===== src/common/mem_stage_macros.svh =====
`ifndef MEM_STAGE_MACROS_SVH
`define MEM_STAGE_MACROS_SVH

// Data path width
`define XLEN 32

// Byte address width seen by the data memory
`define ADDR_W 10

// Number of 32-bit words in the data memory
`define DMEM_WORDS 256

// Cycles from accept to read response, also busy time after any accept
`define DMEM_LATENCY 2

`endif


===== src/common/mem_stage_pkg.sv =====
`include "mem_stage_macros.svh"

package mem_stage_pkg;

    // Memory operation carried by each micro-op
    typedef enum logic [3:0] {
        NONE = 4'd0,
        LB   = 4'd1,
        LBU  = 4'd2,
        LH   = 4'd3,
        LHU  = 4'd4,
        LW   = 4'd5,
        SB   = 4'd6,
        SH   = 4'd7,
        SW   = 4'd8
    } mem_op_e;

    typedef struct packed {
        logic              valid;
        logic [31:0]       pc;
        logic [3:0]        tag;
        logic [`XLEN-1:0]  rs1;
        logic [`XLEN-1:0]  rs2;
        logic [`XLEN-1:0]  imm;
        logic [4:0]        rd;
        logic [`XLEN-1:0]  result;  // Load data lands here
        mem_op_e           op;
    } uop_t;

    // Cache port request
    typedef struct packed {
        logic              write;
        logic [`ADDR_W-1:0] addr;
        logic [`XLEN-1:0]  wdata;
        logic [3:0]        mask;   // One bit per byte lane
    } mem_req_t;

    // Cache port response
    typedef struct packed {
        logic [`XLEN-1:0]  rdata;
    } mem_rsp_t;

endpackage


===== src/mem_stage/mem_op_decoder.sv =====
`timescale 1ns/10ps
`include "mem_stage_macros.svh"

module mem_op_decoder import mem_stage_pkg::*; (
    input  mem_op_e          op_i,
    input  logic [1:0]       offset_i,
    input  logic [`XLEN-1:0] store_data_i,
    output logic             read_o,
    output logic             write_o,
    output logic [3:0]       mask_o,
    output logic [`XLEN-1:0] wdata_o
);

    always_comb begin
        read_o  = 1'b0;
        write_o = 1'b0;
        mask_o  = 4'b0000;
        case (op_i)
            LB, LBU, LH, LHU, LW: begin
                read_o = 1'b1;
            end
            SB: begin
                write_o = 1'b1;
                mask_o  = 4'b0001 << offset_i;
            end
            SH: begin
                write_o = 1'b1;
                mask_o  = 4'b0011 << offset_i;  // Offset 3 undefined
            end
            SW: begin
                write_o = 1'b1;
                mask_o  = 4'b1111;
            end
            default: begin
                read_o  = 1'b0;
                write_o = 1'b0;
            end
        endcase
    end

    // Move store data up to the addressed lanes
    assign wdata_o = store_data_i << {offset_i, 3'b000};

endmodule


===== src/mem_stage/data_bus_unit.sv =====
`timescale 1ns/10ps
`include "mem_stage_macros.svh"

module data_bus_unit import mem_stage_pkg::*; (
    input  logic     clk_i,
    input  logic     rstn_i,
    input  logic     req_valid_i,
    input  mem_req_t req_i,
    output logic     done_o,
    output mem_rsp_t rsp_o,
    output logic     port_req_valid_o,
    output mem_req_t port_req_o,
    input  logic     port_req_ready_i,
    input  logic     port_rsp_valid_i,
    input  mem_rsp_t port_rsp_i,
    output logic     port_rsp_ready_o
);

    typedef enum logic [1:0] {
        IDLE,
        REQ,
        RSP
    } state_e;

    state_e   state_r;
    state_e   state_ns;
    mem_req_t req_r;

    always_comb begin
        state_ns         = state_r;
        done_o           = 1'b0;
        port_req_valid_o = 1'b0;
        port_rsp_ready_o = 1'b0;
        case (state_r)
            IDLE: begin
                if (req_valid_i) begin
                    state_ns = REQ;
                end
            end
            REQ: begin
                port_req_valid_o = 1'b1;
                if (port_req_ready_i) begin
                    if (req_r.write) begin
                        done_o   = 1'b1;  // Store is finished once accepted
                        state_ns = IDLE;
                    end else begin
                        state_ns = RSP;
                    end
                end
            end
            RSP: begin
                port_rsp_ready_o = 1'b1;
                if (port_rsp_valid_i) begin
                    done_o   = 1'b1;
                    state_ns = IDLE;
                end
            end
            default: state_ns = IDLE;
        endcase
    end

    always_ff @(posedge clk_i) begin
        if (!rstn_i) begin
            state_r <= IDLE;
        end else begin
            state_r <= state_ns;
        end
    end

    // Held until the port takes it
    always_ff @(posedge clk_i) begin
        if (state_r == IDLE && req_valid_i) begin
            req_r <= req_i;
        end
    end

    assign port_req_o = req_r;
    assign rsp_o      = port_rsp_i;

endmodule


===== src/mem_stage/mem_stage.sv =====
`timescale 1ns/10ps
`include "mem_stage_macros.svh"

module mem_stage import mem_stage_pkg::*; (
    input  logic     clk_i,
    input  logic     rstn_i,
    input  uop_t     uop_i,
    output logic     stall_o,
    output uop_t     wb_uop_o,
    output logic     port_req_valid_o,
    output mem_req_t port_req_o,
    input  logic     port_req_ready_i,
    input  logic     port_rsp_valid_i,
    input  mem_rsp_t port_rsp_i,
    output logic     port_rsp_ready_o
);

    typedef enum logic {
        READY,
        BUSY
    } state_e;

    state_e           state_r;
    state_e           state_ns;
    logic [`XLEN-1:0] addr_w;
    logic             read_w;
    logic             write_w;
    logic [3:0]       mask_w;
    logic [`XLEN-1:0] wdata_w;
    logic             req_valid_w;
    mem_req_t         req_w;
    logic             done_w;
    mem_rsp_t         rsp_w;
    logic [`XLEN-1:0] shifted_w;
    uop_t             wb_ns;
    logic             wb_valid_r;
    uop_t             wb_uop_r;

    assign addr_w = uop_i.rs1 + uop_i.imm;

    mem_op_decoder u_decoder (
        .op_i         ( uop_i.op      ),
        .offset_i     ( addr_w[1:0]   ),
        .store_data_i ( uop_i.rs2     ),
        .read_o       ( read_w        ),
        .write_o      ( write_w       ),
        .mask_o       ( mask_w        ),
        .wdata_o      ( wdata_w       )
    );

    always_comb begin
        req_w.write = write_w;
        req_w.addr  = addr_w[`ADDR_W-1:0];
        req_w.wdata = wdata_w;
        req_w.mask  = mask_w;
    end

    data_bus_unit u_dbu (
        .clk_i            ( clk_i            ),
        .rstn_i           ( rstn_i           ),
        .req_valid_i      ( req_valid_w      ),
        .req_i            ( req_w            ),
        .done_o           ( done_w           ),
        .rsp_o            ( rsp_w            ),
        .port_req_valid_o ( port_req_valid_o ),
        .port_req_o       ( port_req_o       ),
        .port_req_ready_i ( port_req_ready_i ),
        .port_rsp_valid_i ( port_rsp_valid_i ),
        .port_rsp_i       ( port_rsp_i       ),
        .port_rsp_ready_o ( port_rsp_ready_o )
    );

    always_comb begin
        state_ns    = state_r;
        req_valid_w = 1'b0;
        stall_o     = 1'b0;
        case (state_r)
            READY: begin
                if (uop_i.valid && (read_w || write_w)) begin
                    req_valid_w = 1'b1;
                    stall_o     = 1'b1;
                    state_ns    = BUSY;
                end
            end
            BUSY: begin
                stall_o = !done_w;  // Released in the done cycle
                if (done_w) begin
                    state_ns = READY;
                end
            end
            default: state_ns = READY;
        endcase
    end

    // Byte or halfword lands at bit 0
    assign shifted_w = rsp_w.rdata >> {addr_w[1:0], 3'b000};

    always_comb begin
        wb_ns = uop_i;
        if (done_w && read_w) begin
            case (uop_i.op)
                LB:      wb_ns.result = {{24{shifted_w[7]}}, shifted_w[7:0]};
                LBU:     wb_ns.result = {24'b0, shifted_w[7:0]};
                LH:      wb_ns.result = {{16{shifted_w[15]}}, shifted_w[15:0]};
                LHU:     wb_ns.result = {16'b0, shifted_w[15:0]};
                default: wb_ns.result = rsp_w.rdata;  // LW
            endcase
        end
        wb_ns.valid = uop_i.valid && !stall_o;
    end

    always_ff @(posedge clk_i) begin
        if (!rstn_i) begin
            state_r    <= READY;
            wb_valid_r <= 1'b0;
        end else begin
            state_r    <= state_ns;
            wb_valid_r <= wb_ns.valid;
        end
    end

    always_ff @(posedge clk_i) begin
        wb_uop_r <= wb_ns;
    end

    always_comb begin
        wb_uop_o       = wb_uop_r;
        wb_uop_o.valid = wb_valid_r;
    end

endmodule


===== config.mk =====
export PLATFORM = sky130hd
export DESIGN_NAME = mem_stage
export DESIGN_NICKNAME = d
export VERILOG_FILES = /design/src/common/mem_stage_pkg.sv /design/src/mem_stage/mem_op_decoder.sv /design/src/mem_stage/data_bus_unit.sv /design/src/mem_stage/mem_stage.sv
export VERILOG_INCLUDE_DIRS = /design/src /design/src/common
export SDC_FILE = /design/constraint.sdc
export NUM_CORES = 1
export LEC_CHECK = 0
export ABC_CLOCK_PERIOD_IN_PS = 7500
export BUFFER_PORTS_ARGS = -buffer_cell sky130_fd_sc_hd__clkbuf_2
export CAP_MARGIN = 0
export CORE_AREA = 10 10 159 161
export CTS_BUF_LIST = sky130_fd_sc_hd__clkbuf_4 sky130_fd_sc_hd__clkbuf_8 sky130_fd_sc_hd__clkbuf_16
export DETAILED_ROUTE_END_ITERATION = 7
export DIE_AREA = 0 0 169 171
export GPL_ROUTABILITY_DRIVEN = 0
export PLACE_DENSITY = 0.7
export SLEW_MARGIN = 20
export SYNTH_ARGS = -nofsm -noshare
export SYNTH_HDL_FRONTEND = slang
export SYNTH_SLANG_ARGS = --single-unit

===== constraint.sdc =====
create_clock -name clk_i -period 7.5 [get_ports clk_i]
set_clock_uncertainty 0.05 [all_clocks]
set_input_delay 0.375 -clock clk_i [delete_from_list [all_inputs] [get_ports clk_i]]
set_output_delay 0.375 -clock clk_i [all_outputs]
set_load 0.005 [all_outputs]

# ---- Word-level counts from Yosys, hierarchy flattened
# Index checks and enable logic that the tools add are counted.
dict set report word_totals {
  inputBits 210
  register_bits 224
  n_memories 0
  latchBits 0
  ram_bits 0
  out_inout_bits 224
  wordCells 66
  mem_bits_ro 0
}
dict set report classes {
  shifts 4
  eq_ne 13
  bitwise 1
  mul 0
  add_sub_neg 1
  n_mux 21
  n_reduce_logical 11
  n_lt_le_gt_ge 0
  n_div 0
}
# op count
set op_table {}
lappend op_table {{$pmux W32 S4} 1}
lappend op_table {{$mux W32} 1}
lappend op_table {{$shl A32 B5 Y32} 1}
lappend op_table {{$shr A32 B5 Y16} 1}
lappend op_table {{$eq A4 B3 Y1 const B} 4}
lappend op_table {{$pmux W4 S3} 1}
lappend op_table {{$add A10 B10 Y10} 1}
lappend op_table {{$mux W1} 10}
lappend op_table {{$eq A4 B2 Y1 const B} 2}
lappend op_table {{$mux W2} 4}
lappend op_table {{$pmux W1 S2} 3}
lappend op_table {{$pmux W2 S3} 1}
lappend op_table {{$reduce_or A5 Y1} 1}
lappend op_table {{$eq A4 B1 Y1 const B} 1}
lappend op_table {{$eq A4 B4 Y1 const B} 1}
lappend op_table {{$logic_and A1 B1 Y1} 4}
lappend op_table {{$ne A2 B2 Y1 const B} 2}
lappend op_table {{$shl A1 B2 Y4 const A} 1}
lappend op_table {{$shl A2 B2 Y4 const A} 1}
lappend op_table {{$reduce_and A3 Y1} 1}
lappend op_table {{$reduce_or A3 Y1} 1}
lappend op_table {{$eq A2 B1 Y1 const B} 1}
lappend op_table {{$eq A2 B2 Y1 const B} 1}
lappend op_table {{$logic_not A1 Y1} 2}
lappend op_table {{4 further kinds} 4}

# ---- Depth between registers and ports, before layout
# Gate-level depths: netlist of the first run.
dict set report logic_depth {
  word_depth 9
  ltp_mapped 8
  mapped_depth_nobuf 6
}

# ---- Cells and area by module
# From an unflattened synthesis of the first run, not the netlist that was laid out.
dict set report hier_totals {
  cells_unflattened 616
  hier_area_um2 7594.8
}
# module cells_per_inst seq_area_each_um2 area_per_inst_um2 instances
set by_module_without_submodules {}
lappend by_module_without_submodules {mem_stage 420 3503.4 5114.9 1}
lappend by_module_without_submodules {data_bus_unit 100 1451.4 1831.8 1}
lappend by_module_without_submodules {mem_op_decoder 96 0.0 648.1 1}

# ---- Worst setup path before layout of the first run
# No wires, ideal clock.
dict set report synth_timing {
  path_type {input -> register}
  startpoint {in uop_i[3] (netlist bit)}
  endpoint {reg u_dbu.req_r (netlist bit u_dbu.port_req_o[0]) (enable)}
  setup_ps 568
  setup_slack_ps 1555
  t_arrival_ps 5327
  path_stages 3
  required_time_ps 6882
  path_buffers 1
  path_cell_list {clkbuf_1 -> nor4_1 -> nor4_1}
}
dict set report synth_between {
  elab_chain_cells 8
  word_cells_on_any_way 17
  cone_classes {eq/ne: 8; mux: 4; reduce/logical: 5}
}
# element line
set synth_lines {}
lappend synth_lines {{from (decl)} mem_stage.sv:7} ;# input uop_t uop_i,
lappend synth_lines {{$eq A4 B1 Y1 (tied with other cells)} mem_op_decoder.sv:18} ;# case (op_i)
lappend synth_lines {{$reduce_or A5 Y1 / $reduce_or A3 Y1 (equally long branches)} n/a}
lappend synth_lines {{$mux W1} mem_op_decoder.sv:18}
lappend synth_lines {{$logic_or A1 B1 Y1 *} mem_stage.sv:79} ;# if (uop_i.valid && (read_w || write_w)) begin
lappend synth_lines {{$logic_and A1 B1 Y1 *} mem_stage.sv:79}
lappend synth_lines {{$mux W1 *} mem_stage.sv:79}
lappend synth_lines {{$mux W1 *} mem_stage.sv:77} ;# case (state_r)
lappend synth_lines {{$logic_and A1 B1 Y1 *} data_bus_unit.sv:72} ;# if (state_r == IDLE && req_valid_i) begin
lappend synth_lines {{to (signal assigned)} data_bus_unit.sv:73} ;# req_r <= req_i;
lappend synth_lines {{to (decl)} data_bus_unit.sv:27} ;# mem_req_t req_r;
# Every way passes the cells marked *; elsewhere a longest branch is shown, timed or not.
# A chain may end at the register's enable or synchronous reset.

==> results.tsv, run 1 <==
metric	value	unit
outcome	finished, final reports clean	
dpl.hpwl	23500	um
hp-class	in2reg	
drv_cap	0	
fmax	294	MHz
die-area	28900	um^2
fin_nets	1373	
synthesis.area	7370	um^2
grt_pass1_vias	7389	
synthDominantCellAreaShare	0.481	
routed_via_density	4.80	
crit_fanout	58	
min_period	3400	ps
avgSynthCellArea	12.7	um^2
final_util	0.541	
numCtsBuffers	24	
grt_max_degree	59	
synth.most_common_cell	dfxtp_1	
areaGrowthSynthToFinish	63.3	%
maxSlewHeadroom	0.314	
drc	0	
clock_latency	510	ps
multi_input_area	2190	um^2
synth_top_family_by_area	compound AO/OA/AOI/OAI gates	
fill_cells	1827	
critPathArrivalTime	3770	ps
clk_path_buf_depth	3	
synth_area_leaders	dfxtp_1, edfxtp_1, mux2i_1	
p_total	0.00307	W
criticalPathCategory	in2reg	
ys.warnings.count	0	
grt_first_pass_wirelength	47600	um
cts_tree	done	
regArea	4950	um^2
async_reset_ff_frac	0	
power.density	255	nW/um^2
ys_seq_area_frac	0.672	
worst_setup_path_start_kind	primary input	
drv_slew	0	
cts.sinks	224	
clk_pin_slew	60	ps
drt-total-wl	33100	um
dominantRegCellSynth	dfxtp_1	
vias	6976	
drt_pass1_iterations	7	
required	7870	ps
dieHeight	171	um
crit_path_end_kind	flop	
synth_xor_area_frac	0.00951	
synth_commonest_cells	dfxtp_1, edfxtp_1, nand2_1	
syn_inst	582	
synth_fa_ha_area_frac	0.0231	
portBuffers	433	
worstMarginPinSlew	1020	ps
overflow	0	
ioPinCount	434	
drive_gt1_frac	0.432	
row_count	55	
ys_ff_latch	224	
yosysUniqueCellTypes	56	
rsz0062_at_grt	no	
antenna_found_initial	1	
synth_edf_count	47	
syn_nets	805	
finalHoldViolCount	0	
grtUsageTotal	0.212	
synth_compound_area_frac	0.122	
cts_max_level	1	
vdd_drop_max	140	uV
synthMuxAreaShare	0.0589	
yosysTopAreaCell	dfxtp_1	
yosys.area_share.simple	0.0808	
core_area	22200	um^2
post_drt_wl_per_cell	22.8	um
start_util	0.331	
fin_crit_sh	0.454	
die_w	169	um
num_antenna_cells	0	
postRouteAntennaNets	0	
setup_tns	0	ps
setup_violations	0	
ctsRootBufferMaster	clkbuf_16	
leakage	5.71	nW
drt_iter0_drc	453	
-- where the power goes --
| group | switching, W | total (W) | internal [W] |
|---|---|---|---|
| Sequential | 0.0000256 | 0.00134 | 0.00131 |
| Clock | 0.000504 | 0.00130 | 0.000799 |
| Combinational | 0.000226 | 0.000429 | 0.000203 |
-- per-stage QoR --
step | setup slack [ps] | hold WS [ps] | instances | cell area (um^2)
3_5_place_dp | 4200 | 429 | 1273 | 9780
2_1_floorplan | 1560 | 353 | 582 | 7370
5_1_grt | 3980 | 22.8 | 1453 | 12000
4_1_cts | 4180 | 8.84 | 1453 | 12000
3_3_place_gp | 4250 | 428 | 1273 | 9780
6_report | 4100 | 30.2 | 1453 | 12000
-- kinds of logic (layout without fill, tap and decap cells) --
| family | after synthesis | count (layout) |
|---|---|---|
| AOI/OAI and AO/OA | 129 | 129 |
| xor gates and xnor gates | 8 | 8 |
| adders and majority gates | 13 | 13 |
| buffers and inverters | 49 | 635 |
| DFF | 224 | 224 |
| muxes | 42 | 42 |
| and+or+nand+nor | 117 | 117 |
-- routing by layer --
metal / wire length, um / GRT usage
met2: 17300 / 0.385
met1: 11600 / 0.225
met4: 984 / 0.0709
met3: 3210 / 0.0704
met5: 13 / 0
-- layout make-up --
type / count / share of cell area
clock inverter: 13 / 0.0135
tap: 285 / 0.0296
sequential: 224 / 0.412
timing repair buffer: 575 / 0.297
multi-input combinational: 309 / 0.182
clock buffer: 31 / 0.0606
inverter: 16 / 0.00499
-- repair_timing --
action | CTS | global route
hold endpoints to repair | 136 | 0
setup buffers | 0 | 0
hold buffers | 136 | 0
setup endpoints to repair | 0 | 0
resized for setup | 0 | 0
-- placed cells by master (no fill, tap or decap), types with 4 or more instances in the layout --
cell	n
o211ai_1	4
a31oi_1	18
a21oi_1	39
a221oi_2	7
a211oi_1	9
inv_1	16
dfxtp_1	177
edfxtp_1	47
xnor2_1	5
nor2b_1	8
clkbuf_2	433
o22ai_1	8
buf_4	6
o2bb2ai_1	7
and2_1	11
clkbuf_16	28
nor2_1	24
nor3_1	6
dlygate4sd3_1	136
nand3b_1	4
mux2i_1	40
ha_1	11
a2bb2oi_1	7
nand2_1	42
o21ai_0	13
-- sequential cells by signal, indices dropped and copies added, names as in the netlist --
name / count
state_r: 1
wb_uop_o: 173
u_dbu.state_r: 2
wb_valid_r: 1
u_dbu.port_req_o: 47
-- final timing paths --
path | start | endpoint | slack, ps | depth (start not counted)
max | uop_i[105] | wb_uop_o[9] | 4100 | 9
max reg2reg | u_dbu.state_r[1] | wb_uop_o[5] | 4810 | 8
min reg2reg | u_dbu.state_r[1] | u_dbu.state_r[1] | 440 | 2
min | uop_i[6] | wb_uop_o[6] | 30 | 3
-- worst max-delay path, stage by stage --
cell and delay (ps):
dlygate4sd3_1 540, clkbuf_2 140, ha_4 170, fa_2 520, buf_4 500, nor2_1 360, nor4_2 740, o22ai_1 150
mux2i_1 210
Power figures use the tool's default switching activity.
==> run 2, diff against run 1 <==
--- a/config.mk
+++ b/config.mk
@@ -6,7 +6,8 @@
 export SDC_FILE = /design/constraint.sdc
 export NUM_CORES = 1
 export LEC_CHECK = 0
-export ABC_CLOCK_PERIOD_IN_PS = 7500
+export ABC_AREA = 1
+export ABC_CLOCK_PERIOD_IN_PS = 2970
 export BUFFER_PORTS_ARGS = -buffer_cell sky130_fd_sc_hd__clkbuf_2
 export CAP_MARGIN = 0
 export CORE_AREA = 10 10 159 161
@@ -14,7 +15,7 @@
 export DETAILED_ROUTE_END_ITERATION = 7
 export DIE_AREA = 0 0 169 171
 export GPL_ROUTABILITY_DRIVEN = 0
-export PLACE_DENSITY = 0.7
+export PLACE_DENSITY = 0.71
 export SLEW_MARGIN = 20
 export SYNTH_ARGS = -nofsm -noshare
 export SYNTH_HDL_FRONTEND = slang
==> constraint.sdc (replaced) <==
create_clock -name clk_i -period 2.97 [get_ports clk_i]
set_clock_uncertainty 0.05 [all_clocks]
set_input_delay 0.1485 -clock clk_i [delete_from_list [all_inputs] [get_ports clk_i]]
set_output_delay 0.1485 -clock clk_i [all_outputs]
set_load 0.005 [all_outputs]
==> run 2 against run 1 <==
  * Register-to-register slack got worse by 4600 ps
  * Clock power rose by 140%
  * Global-route usage grew 0.072 points
  * Sequential share of layout area is 1.7 points lower
  * Critical path type unchanged
  * Sequential cell count unchanged
  * Sequential power increased to 2.5 times the previous value
  * Worst hold slack better by 7.6 ps
==> results.tsv, run 2 <==
metric	value	unit
worstMarginPinSlew	606	ps
seq_power_share	0.442	
layout_setup_ws	143	ps
clk_pin_slew	60	ps
internal_power	0.00580	W
grt_max_degree	37	
fill_cells	1749	
synth_edf_count	47	
synth_area_leaders	dfxtp_1, edfxtp_1, nand2_1	
startpoint	uop_i[41]	
grtUsageTotal	0.213	
critPathArrivalTime	3180	ps
drt-total-wl	32800	um
synthDominantCellAreaShare	0.497	
setup_tns	0	ps
ctsRootBufferMaster	clkbuf_16	
ys_ff_latch	224	
drv_slew	0	
layout_commonest_cell	clkbuf_2	
vias	7546	
synth.most_common_cell	dfxtp_1	
reg2reg_slack	260	ps
yosysTopAreaCell	dfxtp_1	
ys.warnings.count	0	
vdd_drop_max	369	uV
multi_input_area	1880	um^2
grt_first_pass_wirelength	48200	um
start_util	0.321	
worst_setup_path_start_kind	primary input	
place_ws	463	ps
dominantRegCellSynth	dfxtp_1	
routed_via_density	4.73	
crit_path_end_kind	flop	
die_w	169	um
p_switching	0.00192	W
largest_reg_flops	173	
final_util	0.564	
cts_tree	done	
min_period	2830	ps
drt_pass1_iterations	5	
clk_path_buf_depth	3	
dieHeight	171	um
fin_nets	1515	
dpl.hpwl	22200	um
rsz0062_at_grt	no	
finalHoldViolCount	0	
fin_crit_sh	0.952	
clock_latency	510	ps
post_dp_cell_area	9630	um^2
fmax	354	MHz
postRouteAntennaNets	0	
power_frac_comb	0.160	
cts_max_level	1	
cts.sinks	224	
holdWs	37.7	ps
hp-class	in2reg	
antenna_found_initial	1	
yosysUniqueCellTypes	40	
crit_fanout	8	
power.density	615	nW/um^2
numCtsBuffers	24	
layout_common_cells	clkbuf_2, dlygate4sd3_1, dfxtp_1	
avgSynthCellArea	11.2	um^2
areaGrowthSynthToFinish	76.1	%
final_area	12500	um^2
regArea	4950	um^2
outcome	finished, final reports clean	
netSwitchingFraction	0.249	
reg2reg_depth	9	
async_reset_ff_frac	0	
maxSlewHeadroom	0.595	
row_count	55	
drc	0	
hp-start	port_req_ready_i	
rr_endpoint	wb_uop_o[15]	
clkPwrFrac	0.398	
drive_gt1_frac	0.401	
leakage	6.08	nW
post_drt_wl_per_cell	20.5	um
drv_cap	0	
die-area	28900	um^2
setup_violations	0	
synthesis.area	7130	um^2
ys_seq_area_frac	0.695	
ioPinCount	434	
required	3320	ps
timing.rr.start	u_dbu.state_r[0]	
overflow	0	
grt_pass1_vias	7935	
syn_nets	859	
portBuffers	433	
core_area	22200	um^2
synth_commonest_cells	dfxtp_1, nand2_1, edfxtp_1	
criticalPathCategory	in2reg	
syn_inst	636	
drt_iter0_drc	431	
crit_path_end	wb_uop_o[16]	
-- run 2: changes by cell type in the layout (fill, tap and decap cells not counted), sizes merged, moves of 13 or more --
cell	previous run	this run
a22oi	0	22
a31oi	18	1
dlygate4sd3	136	207
inv	20	51
mux2i	40	0
nand2	42	102
nand3	3	16
o21ai	14	77
-- run 2: stage by stage --
stage          std cells  total power (W)
3_3_place_gp        1343          0.00443
6_report            1596          0.00772
4_1_cts             1593          0.00773
2_1_floorplan        636          0.00389
5_1_grt             1595          0.00802
3_5_place_dp        1343          0.00444
-- run 2: what timing repair did --
action / in CTS / in global routing
hold endpoints to repair: 204 / 0
gates resized for setup: 0 / 5
hold buffers: 207 / 0
setup buffers: 0 / 1
setup endpoints to repair: 0 / 6
-- run 2: worst min-delay path by stage --
| stage | endpoint | slack, ps | depth (start not counted) |
|---|---|---|---|
| 2_1_floorplan | wb_uop_o[0] | 130 | 0 |
| 5_1_grt | u_dbu.state_r[1] | 80 | 5 |
| 6_report | u_dbu.state_r[1] | 40 | 5 |
| 3_3_place_gp | wb_uop_o[72] | 200 | 1 |
| 3_5_place_dp | wb_uop_o[157] | 200 | 1 |
| 4_1_cts | u_dbu.state_r[1] | 20 | 5 |
-- run 2: final cells by class --
type,count,share of cell area
clock buffer,36,0.0579
tap,285,0.0284
multi-input combinational,340,0.150
inverter,51,0.0161
antenna,2,0.000399
sequential,224,0.395
timing repair buffer,651,0.344
clock inverter,7,0.00798
-- run 2: cell families after synthesis --
group                    after synthesis  synth area share
AO/OA/AOI/OAI                        161             0.132
XOR/XNOR                               8           0.00983
adder cells (fa/ha/maj)               13            0.0239
buffers and inverters                 72            0.0428
flip-flops                           224             0.695
AND/OR/NAND/NOR                      158            0.0966
-- run 2: critical path, cell delays in order --
cell	delay, ps
dlygate4sd3_1	540
clkbuf_2	120
ha_2	210
fa_2	570
nor2_2	160
buf_4	190
inv_2	70
nor2_4	100
nor2_4	40
nand3_2	100
nand2_1	80
inv_2	110
o21ai_1	80
nand2_1	70
nand2_1	60
dlygate4sd3_1	540
-- run 2: power groups by stage --
stage | Clock (W) | Combinational (W) | Sequential [W]
2_1_floorplan | 0 | 0.000404 | 0.00349
3_3_place_gp | 0 | 0.000962 | 0.00346
3_5_place_dp | 0 | 0.000976 | 0.00347
4_1_cts | 0.00312 | 0.00121 | 0.00340
5_1_grt | 0.00324 | 0.00135 | 0.00343
6_report | 0.00307 | 0.00124 | 0.00341
-- run 2: per-layer routing --
layer	routed length, um	up-vias	GRT usage
li1	-	3475	-
met1	11900	3556	0.226
met2	16900	431	0.388
met3	2850	84	0.0656
met4	1140	0	0.0762
met5	0	-	0
